===== src/verilog/dma_cfg.svh =====
// --------------------------------------------------------------------------
// sizes of the burst DMA
// DMA_ADDR_W stays between 16 and 23 as the extension register holds bits 15 up
// --------------------------------------------------------------------------
`ifndef DMA_CFG_SVH
`define DMA_CFG_SVH

// DRAM word address width
`define DMA_ADDR_W 21

// burst length register width
`define DMA_LEN_W 8

// number of byte wide peripheral channels
`define DMA_NUM_CH 3

`endif

===== src/verilog/dma_pkg.sv =====
// --------------------------------------------------------------------------
// device codes and word view shared by the DMA blocks
// codes above the last channel select nothing and stall a burst until reset
// --------------------------------------------------------------------------
`default_nettype none

package dma_pkg;

	// device select field of the control register
	typedef logic [2:0] dev_t;

	localparam dev_t DEV_NONE = 3'd0;
	localparam dev_t DEV_RAM  = 3'd1;
	localparam dev_t DEV_CH0  = 3'd2; // channel k is DEV_CH0 + k

	typedef struct packed
	{
		logic [7:0] hi;
		logic [7:0] lo;
	} byte_pair_t;

	// DRAM sees the whole word, byte channels see two bytes
	typedef union packed
	{
		logic [15:0] word;
		byte_pair_t  b;
	} dma_word_u;

endpackage

`default_nettype wire


===== src/verilog/dma_if.sv =====
// --------------------------------------------------------------------------
// engine to byte channel broadcast, one driver and any number of readers
// dev reads as DEV_NONE while no burst runs
// --------------------------------------------------------------------------
`timescale 1ns/1ps
`default_nettype none

interface dma_dev_if;
	import dma_pkg::*;

	logic      act;    // burst running
	logic      req;    // device side requested in this phase
	logic      rnw;    // read phase
	dev_t      dev;    // selected device code
	dma_word_u wrword; // word to send in the write phase

	modport eng
	(
		output act,
		output req,
		output rnw,
		output dev,
		output wrword
	);

	modport chan
	(
		input act,
		input req,
		input rnw,
		input dev,
		input wrword
	);

endinterface

`default_nettype wire


===== src/verilog/dma_top.sv =====
// --------------------------------------------------------------------------
// DMA top: Z80 registers, engine, DMA_NUM_CH byte channels, return merge
// per channel signals are arrays indexed by channel number
// --------------------------------------------------------------------------
`timescale 1ns/1ps
`default_nettype none
`include "dma_cfg.svh"

module dma_top
(
	input  logic                        clk,
	input  logic                        c2,
	input  logic                        rst_n,
	input  logic [7:0]                  dmaport_wr,
	input  logic [7:0]                  zdata,
	input  logic                        rfsh_n,
	output logic                        dma_act,
	output logic                        dma_wait,
	output logic [`DMA_ADDR_W-1:0]      dram_addr,
	input  logic [15:0]                 dram_rddata,
	output logic [15:0]                 dram_wrdata,
	output logic                        dram_req,
	output logic                        dram_rnw,
	input  logic                        dram_next,
	output logic [`DMA_NUM_CH-1:0]      ch_req,
	output logic [`DMA_NUM_CH-1:0]      ch_rnw,
	output logic [`DMA_NUM_CH-1:0][7:0] ch_wrdata,
	input  logic [`DMA_NUM_CH-1:0][7:0] ch_rddata,
	input  logic [`DMA_NUM_CH-1:0]      ch_stb
);
	import dma_pkg::*;

	logic [`DMA_ADDR_W-1:0] s_addr;
	logic [`DMA_ADDR_W-1:0] d_addr;
	logic [`DMA_LEN_W-1:0]  len;
	dev_t                   dev;
	logic                   wnr;
	logic                   zwait;
	logic                   launch;

	logic [`DMA_NUM_CH-1:0]      word_stb;
	dma_word_u [`DMA_NUM_CH-1:0] rdword;
	logic                        dev_stb;
	dma_word_u                   dev_word;

	dma_dev_if dev_bus ();

	dma_regs u_regs
	(
		.clk        (clk),
		.rst_n      (rst_n),
		.c2         (c2),
		.rfsh_n     (rfsh_n),
		.dmaport_wr (dmaport_wr),
		.zdata      (zdata),
		.act        (dma_act),
		.s_addr     (s_addr),
		.d_addr     (d_addr),
		.len        (len),
		.dev        (dev),
		.wnr        (wnr),
		.zwait      (zwait),
		.launch     (launch)
	);

	dma_engine u_engine
	(
		.clk         (clk),
		.rst_n       (rst_n),
		.launch      (launch),
		.s_addr      (s_addr),
		.d_addr      (d_addr),
		.len         (len),
		.dev         (dev),
		.wnr         (wnr),
		.zwait       (zwait),
		.act         (dma_act),
		.dma_wait    (dma_wait),
		.dram_addr   (dram_addr),
		.dram_rddata (dram_rddata),
		.dram_wrdata (dram_wrdata),
		.dram_req    (dram_req),
		.dram_rnw    (dram_rnw),
		.dram_next   (dram_next),
		.bus         (dev_bus),
		.dev_stb     (dev_stb),
		.dev_word    (dev_word)
	);

	for (genvar i = 0; i < `DMA_NUM_CH; i++)
	begin : g_chan
		dma_byte_chan #(.IDX(i)) u_chan
		(
			.clk       (clk),
			.rst_n     (rst_n),
			.bus       (dev_bus),
			.ch_req    (ch_req[i]),
			.ch_rnw    (ch_rnw[i]),
			.ch_wrdata (ch_wrdata[i]),
			.ch_rddata (ch_rddata[i]),
			.ch_stb    (ch_stb[i]),
			.word_stb  (word_stb[i]),
			.rdword    (rdword[i])
		);
	end

	dma_dev_merge u_merge
	(
		.word_stb (word_stb),
		.rdword   (rdword),
		.dev_stb  (dev_stb),
		.dev_word (dev_word)
	);

endmodule

`default_nettype wire


===== src/verilog/dma_dev_merge.sv =====
// --------------------------------------------------------------------------
// folds the channel returns into one; only the selected channel is non-zero
// --------------------------------------------------------------------------
`timescale 1ns/1ps
`default_nettype none
`include "dma_cfg.svh"

module dma_dev_merge
(
	input  logic [`DMA_NUM_CH-1:0]               word_stb,
	input  dma_pkg::dma_word_u [`DMA_NUM_CH-1:0] rdword,
	output logic                                 dev_stb,
	output dma_pkg::dma_word_u                   dev_word
);

	logic [15:0] acc;

	assign dev_stb = |word_stb;

	always_comb
	begin
		acc = '0;
		for (int i = 0; i < `DMA_NUM_CH; i++)
			acc = acc | rdword[i].word;
		dev_word.word = acc;
	end

endmodule

`default_nettype wire


===== src/verilog/dma_byte_chan.sv =====
// --------------------------------------------------------------------------
// one byte wide peripheral, a word is two stb cycles, low byte first
// stb is only taken while this channel holds ch_req
// --------------------------------------------------------------------------
`timescale 1ns/1ps
`default_nettype none
`include "dma_cfg.svh"

module dma_byte_chan
#(
	parameter int IDX = 0
)
(
	input  logic               clk,
	input  logic               rst_n,
	dma_dev_if.chan            bus,
	output logic               ch_req,
	output logic               ch_rnw,
	output logic [7:0]         ch_wrdata,
	input  logic [7:0]         ch_rddata,
	input  logic               ch_stb,
	output logic               word_stb,
	output dma_pkg::dma_word_u rdword
);
	import dma_pkg::*;

	localparam dev_t MY_DEV = dev_t'(int'(DEV_CH0) + IDX);

	logic       sel;
	logic       stb_ok;
	logic       bsel; // 0 lo, 1 hi
	logic [7:0] lo_q;
	dma_word_u  asm_word;

	assign sel    = bus.act && (bus.dev == MY_DEV);
	assign ch_req = sel & bus.req;
	assign ch_rnw = bus.rnw;
	assign stb_ok = ch_req & ch_stb;

	assign ch_wrdata = bsel ? bus.wrword.b.hi : bus.wrword.b.lo;

	// byte select restarts with every burst
	always_ff @(posedge clk)
	begin
		if (!rst_n || !bus.act)
			bsel <= 1'b0;
		else if (stb_ok)
			bsel <= ~bsel;
	end

	always_ff @(posedge clk)
	begin
		if (stb_ok && bus.rnw && !bsel)
			lo_q <= ch_rddata;
	end

	// second byte closes the word
	assign word_stb = stb_ok & bsel;

	always_comb
	begin
		asm_word.b.lo = lo_q;
		asm_word.b.hi = ch_rddata; // hi straight from the bus
	end

	// zero unless returning, so the merge can OR
	assign rdword = (word_stb && bus.rnw) ? asm_word : '0;

endmodule

`default_nettype wire


===== src/verilog/dma_engine.sv =====
// --------------------------------------------------------------------------
// burst engine: read phase then write phase per word, len+1 words
// a device code with no channel behind it stalls the burst until reset
// --------------------------------------------------------------------------
`timescale 1ns/1ps
`default_nettype none
`include "dma_cfg.svh"

module dma_engine
(
	input  logic                   clk,
	input  logic                   rst_n,
	input  logic                   launch,
	input  logic [`DMA_ADDR_W-1:0] s_addr,
	input  logic [`DMA_ADDR_W-1:0] d_addr,
	input  logic [`DMA_LEN_W-1:0]  len,
	input  dma_pkg::dev_t          dev,
	input  logic                   wnr,
	input  logic                   zwait,
	output logic                   act,
	output logic                   dma_wait,
	output logic [`DMA_ADDR_W-1:0] dram_addr,
	input  logic [15:0]            dram_rddata,
	output logic [15:0]            dram_wrdata,
	output logic                   dram_req,
	output logic                   dram_rnw,
	input  logic                   dram_next,
	dma_dev_if.eng                 bus,
	input  logic                   dev_stb,
	input  dma_pkg::dma_word_u     dev_word
);
	import dma_pkg::*;

	logic [`DMA_LEN_W:0]   ctr;   // top bit set = idle
	logic                  phase; // 0 read, 1 write
	logic [`DMA_ADDR_W-1:0] sa;
	logic [`DMA_ADDR_W-1:0] da;
	dma_word_u             data;

	logic dev_ram;
	logic src_mem;
	logic dst_mem;
	logic mem_phase;
	logic phase_end;

	assign act      = ~ctr[`DMA_LEN_W];
	assign dma_wait = act & zwait;

	assign dev_ram = (dev == DEV_RAM);
	assign src_mem = dev_ram | ~wnr;
	assign dst_mem = dev_ram | wnr;

	// which side this phase talks to
	assign mem_phase = phase ? dst_mem : src_mem;
	assign phase_end = act & (mem_phase ? dram_next : dev_stb);

	assign dram_addr   = phase ? da : sa;
	assign dram_wrdata = data.word;
	assign dram_req    = act & mem_phase;
	assign dram_rnw    = ~phase;

	assign bus.act    = act;
	assign bus.req    = act & ~mem_phase;
	assign bus.rnw    = ~phase;
	assign bus.dev    = act ? dev : DEV_NONE;
	assign bus.wrword = data;

	always_ff @(posedge clk)
	begin
		if (!rst_n)
		begin
			ctr   <= {1'b1, {`DMA_LEN_W{1'b0}}};
			phase <= 1'b0;
		end
		else if (launch)
		begin
			ctr   <= {1'b0, len};
			phase <= 1'b0;
		end
		else if (phase_end)
		begin
			phase <= ~phase;
			if (phase)
				ctr <= ctr - 1'b1; // wraps into idle after last word
		end
	end

	// running addresses step on each DRAM acknowledge
	always_ff @(posedge clk)
	begin
		if (launch)
		begin
			sa <= s_addr;
			da <= d_addr;
		end
		else if (act && mem_phase && dram_next)
		begin
			if (phase)
				da <= da + 1'b1;
			else
				sa <= sa + 1'b1;
		end
	end

	always_ff @(posedge clk)
	begin
		if (phase_end && !phase)
			data <= mem_phase ? dma_word_u'(dram_rddata) : dev_word;
	end

endmodule

`default_nettype wire


===== src/verilog/dma_regs.sv =====
// --------------------------------------------------------------------------
// Z80 side registers, one write strobe per register, shared data byte
// writes are dropped while a burst runs; launch needs a refresh seen first
// --------------------------------------------------------------------------
`timescale 1ns/1ps
`default_nettype none
`include "dma_cfg.svh"

module dma_regs
(
	input  logic                  clk,
	input  logic                  rst_n,
	input  logic                  c2,
	input  logic                  rfsh_n,
	input  logic [7:0]            dmaport_wr,
	input  logic [7:0]            zdata,
	input  logic                  act,
	output logic [`DMA_ADDR_W-1:0] s_addr,
	output logic [`DMA_ADDR_W-1:0] d_addr,
	output logic [`DMA_LEN_W-1:0]  len,
	output dma_pkg::dev_t         dev,
	output logic                  wnr,
	output logic                  zwait,
	output logic                  launch
);
	import dma_pkg::*;

	logic [7:0] wr;    // strobes after blocking
	logic       armed;

	assign wr = dmaport_wr & {8{~act}};

	// control write on c2 starts the burst
	assign launch = wr[7] & c2 & armed;

	always_ff @(posedge clk)
	begin
		// low byte carries address bits 6:0 in zdata 7:1
		if (wr[0])
			s_addr[6:0] <= zdata[7:1];
		if (wr[1])
			s_addr[14:7] <= zdata;
		if (wr[2])
			s_addr[`DMA_ADDR_W-1:15] <= zdata[`DMA_ADDR_W-16:0];

		if (wr[3])
			d_addr[6:0] <= zdata[7:1];
		if (wr[4])
			d_addr[14:7] <= zdata;
		if (wr[5])
			d_addr[`DMA_ADDR_W-1:15] <= zdata[`DMA_ADDR_W-16:0];

		if (wr[6])
			len <= zdata[`DMA_LEN_W-1:0];

		if (wr[7])
		begin
			wnr   <= zdata[7]; // 1 = device to RAM
			zwait <= zdata[6]; // hold Z80 during burst
			dev   <= dev_t'(zdata[2:0]);
		end
	end

	// one refresh cycle since the last burst arms the next launch
	always_ff @(posedge clk)
	begin
		if (!rst_n)
			armed <= 1'b0;
		else if (!rfsh_n)
			armed <= 1'b1;
		else if (act)
			armed <= 1'b0;
	end

endmodule

`default_nettype wire


===== config.mk =====
export PLATFORM = sky130hd
export DESIGN_NAME = dma_top
export DESIGN_NICKNAME = d
export VERILOG_FILES = /design/src/verilog/dma_pkg.sv /design/src/verilog/dma_if.sv /design/src/verilog/dma_top.sv /design/src/verilog/dma_dev_merge.sv /design/src/verilog/dma_byte_chan.sv /design/src/verilog/dma_engine.sv /design/src/verilog/dma_regs.sv
export VERILOG_INCLUDE_DIRS = /design/src /design/src/verilog
export SDC_FILE = /design/constraint.sdc
export NUM_CORES = 1
export LEC_CHECK = 0
export BUFFER_PORTS_ARGS = -buffer_cell sky130_fd_sc_hd__buf_2
export CELL_PAD_IN_SITES_DETAIL_PLACEMENT = 0
export CELL_PAD_IN_SITES_GLOBAL_PLACEMENT = 1
export CORE_MARGIN = 3
export CORE_UTILIZATION = 25
export CTS_CLUSTER_SIZE = 14
export DETAILED_ROUTE_END_ITERATION = 10
export GPL_ROUTABILITY_DRIVEN = 0
export PLACE_DENSITY = 0.54
export SLEW_MARGIN = 10
export SYNTH_ARGS = -nofsm -noshare
export SYNTH_HDL_FRONTEND = slang
export SYNTH_SLANG_ARGS = --single-unit

===== constraint.sdc =====
create_clock -name clk -period 6.8 [get_ports clk]
set_input_delay 0.68 -clock clk [delete_from_list [all_inputs] [get_ports clk]]
set_output_delay 0.68 -clock clk [all_outputs]
set_load 0.02 [all_outputs]

==> metrics.yaml <==
outcome:
  status: "complete, no violations"
pwr:
  p_leak_uw: 0.003028
  ir_drop_uv: 131.3
  finalPower_uw: 2119
  cellPowerDensity_nw_per_um2: 241.5
synthesis:
  syn-cell-area_sq_um: 7166
  ys.flop_type: "edfxtp_1"
  synth_top_area_share: 0.5741
  synth_most_common_cell: "edfxtp_1"
  synth.distinct_cells: 48
  synth.avg_cell_area_sq_um: 12.51
  ys_seq_elements: 151
  yosysWarnings: 0
  syn-num-nets: 640
  yosys-top-cells-count: "137 x edfxtp_1, 91 x nand2_1, 43 x o21ai_0, 42 x mux2_2, 32 x xnor2_1"
  yosys-top-cells-area: "edfxtp_1 57%, mux2_2 6.6%, nand2_1 4.8%"
  seq_area_frac_synth: 0.6132
  synthCells: 573
  ys_async_sr_fraction: 0
  synth_top_cell_by_area: "edfxtp_1"
  synth_edf_count: 137
clocking:
  cts_max_path_buffers: 2
  cts_hold_buf: 0
  cts_tree: "yes"
  cts_root_buf: "clkbuf_16"
  post-cts-setup-buffers: 0
  numCtsBuffers: 17
  post_cts_resized: 0
  path_clk_slew_ns: 0.06
  cts.sinks: 151
  htreeDepth: 4
  clock_latency_ns: 0.42
route:
  dr.pass1.iters: 5
  wl_met2_mm: 9.178
  via_count: 4960
  drt_wl_total_mm: 20.13
  ant_nets: 0
  wl_met1_mm: 9.609
  first_iter_violations: 443
  top_layer_used: "met4"
  wl_met3_microns: 902
  vias_per_cell: 4.542
  routedWlPerCell_microns: 18.43
  drc: 0
floorplan:
  die_x_microns: 175.3
  core_area_sq_um: 28010
  floorplan.initialDensity: 0.2558
  num_rows: 61
  dieHeight_microns: 175.3
  num_io_pins: 135
  die-area_sq_um: 30730
critical_path:
  crit_path_max_incr_delay_ns: 0.97
  worst-path-buf-inv: 1
  worstPathMaxFanout: 36
  cp.required_ns: 6.12
  cp_top_family: "flip-flops"
  crit_type: "reg -> out"
  crit_chain: "xnor2_1 -> or2_2 -> and2_1 -> buf_2"
  crit_slowest_cell: "dfxtp_2"
  arrival_ns: 2.61
  cp-end-kind: "output port"
  worstSetupStartpointType: "flip-flop"
sta:
  fin_worst_skew_ns: 0.01054
  finalMaxSlewViolations: 0
  max_freq_ghz: 0.3044
  hold_viol_final: 0
  layout_min_cycle_time_ns: 3.285
  rsz0062_at_grt: "no"
  worstMarginPinSlew_ns: 1.223
  setup-tns-final_ns: 0
  post-route-period-util: 0.4831
  relSlewSlack: 0.1819
  setup-violations-final: 0
global_route:
  grt_first_pass_wirelength_mm: 30.62
  antenna_found_initial: 2
  grt_max_degree: 72
  grt_pass1_vias: 4928
  grt_usage: 0.1315
  grt_overflow: 0
final_layout:
  finalNetCount: 767
  fillCellCount: 2874
  area_growth_syn_to_layout_pct: 22.44
  drive_above_1_share: 0.3287
  final_area_sq_um: 8773
place:
  numPortBuffers: 134
  placed_area_sq_um: 8215
  place_hpwl_mm: 13.88
job:
  max_cap_violations: 0
worst_hold_path:
  hp-class: "in -> reg"
## routing by layer
layer  track usage  vias to the layer above
met5             0                        -
li1              -                     2391
met1        0.1867                     2394
met4       0.04255                        0
met3       0.02529                       25
met2        0.2027                      150
## final timing paths
path                                startpoint  slack (ns)  cells past startpoint                          endpoint
setup / recovery   u_engine.phase$_SDFFE_PP0P_        3.51                      4                          dram_req
hold / removal                          rfsh_n        0.44                      2         u_regs.armed$_SDFFE_PN0P_
setup reg to reg   u_engine.phase$_SDFFE_PP0P_        3.73                      5  u_engine.bus.wrword[9]$_DFFE_PP_
hold reg to reg   u_engine.ctr[7]$_SDFFE_PN0P_        0.44                      1      u_engine.ctr[8]$_SDFFE_PN1P_
## layout by cell type, fill, tap and decap left out, types with 13 or more instances in the layout
cell | netlist | final
a222oi_1 | 16 | 16
xnor2_1 | 32 | 32
nand2_1 | 91 | 91
clkbuf_16 | 0 | 17
mux2_2 | 42 | 42
xor2_1 | 14 | 14
nand3_1 | 14 | 14
buf_2 | 3 | 134
nor2_1 | 28 | 27
dfxtp_1 | 14 | 13
edfxtp_1 | 137 | 137
o21ai_0 | 43 | 41
## kinds of logic after synthesis
| logic type | after synthesis | share of synthesized area |
|---|---|---|
| compound gates | 87 | 0.08504 |
| xor+xnor | 47 | 0.06007 |
| mux | 42 | 0.06600 |
| simple gates | 200 | 0.1409 |
| flops | 151 | 0.6132 |
| buf+inv | 43 | 0.02951 |
| fa+ha+maj | 3 | 0.005239 |
## report_power, final
part / total, uW / internal [uW] / switching, uW
registers: 1070 / 1050 / 22.2
logic: 140 / 51.8 / 88.7
clock network: 904 / 507 / 397
## worst register-to-register path: cells and delay by family (launching register included)
family	cells	cell delay (ns)
and+or+nand+nor	3	1.32
DFF	1	0.97
xor gates and xnor gates	1	0.32
AOI/OAI and AO/OA	1	0.32
## state kept, by name, summed over array words and instances (netlist names)
name / flops
u_engine.sa: 21
u_regs.zwait: 1
u_engine.phase: 1
u_regs.d_addr: 21
g_chan.u_chan.lo_q: 24
g_chan.u_chan.bsel: 3
u_regs.armed: 1
u_engine.ctr: 9
u_regs.s_addr: 21
u_engine.da: 21
u_regs.len: 8
u_engine.bus.wrword: 16
u_regs.wnr: 1
u_regs.dev: 3
## area by class of cell
class / count / area (sq um) / area share
Sequential cell: 151 / 4395 / 0.5010
Clock inverter: 13 / 123.9 / 0.01412
Timing Repair Buffer: 139 / 708.2 / 0.08072
Antenna cell: 2 / 5.005 / 0.0005705
Inverter: 12 / 45.04 / 0.005134
Tap cell: 378 / 473.0 / 0.05391
Clock buffer: 18 / 429.2 / 0.04892
Multi-Input combinational cell: 379 / 2594 / 0.2956
## stage by stage
step	setup slack (ns)	cells	hold slack (ns)	util
floorplan	3.903	573	0.4187	-
global placement	3.783	1059	0.4349	0.2933
detailed placement	3.703	1059	0.4348	0.2933
CTS	3.453	1090	0.4191	0.3130
global route	3.349	1092	0.4328	0.3132
finish	3.515	1092	0.4387	0.3132
Power figures use the tool's default switching activity.
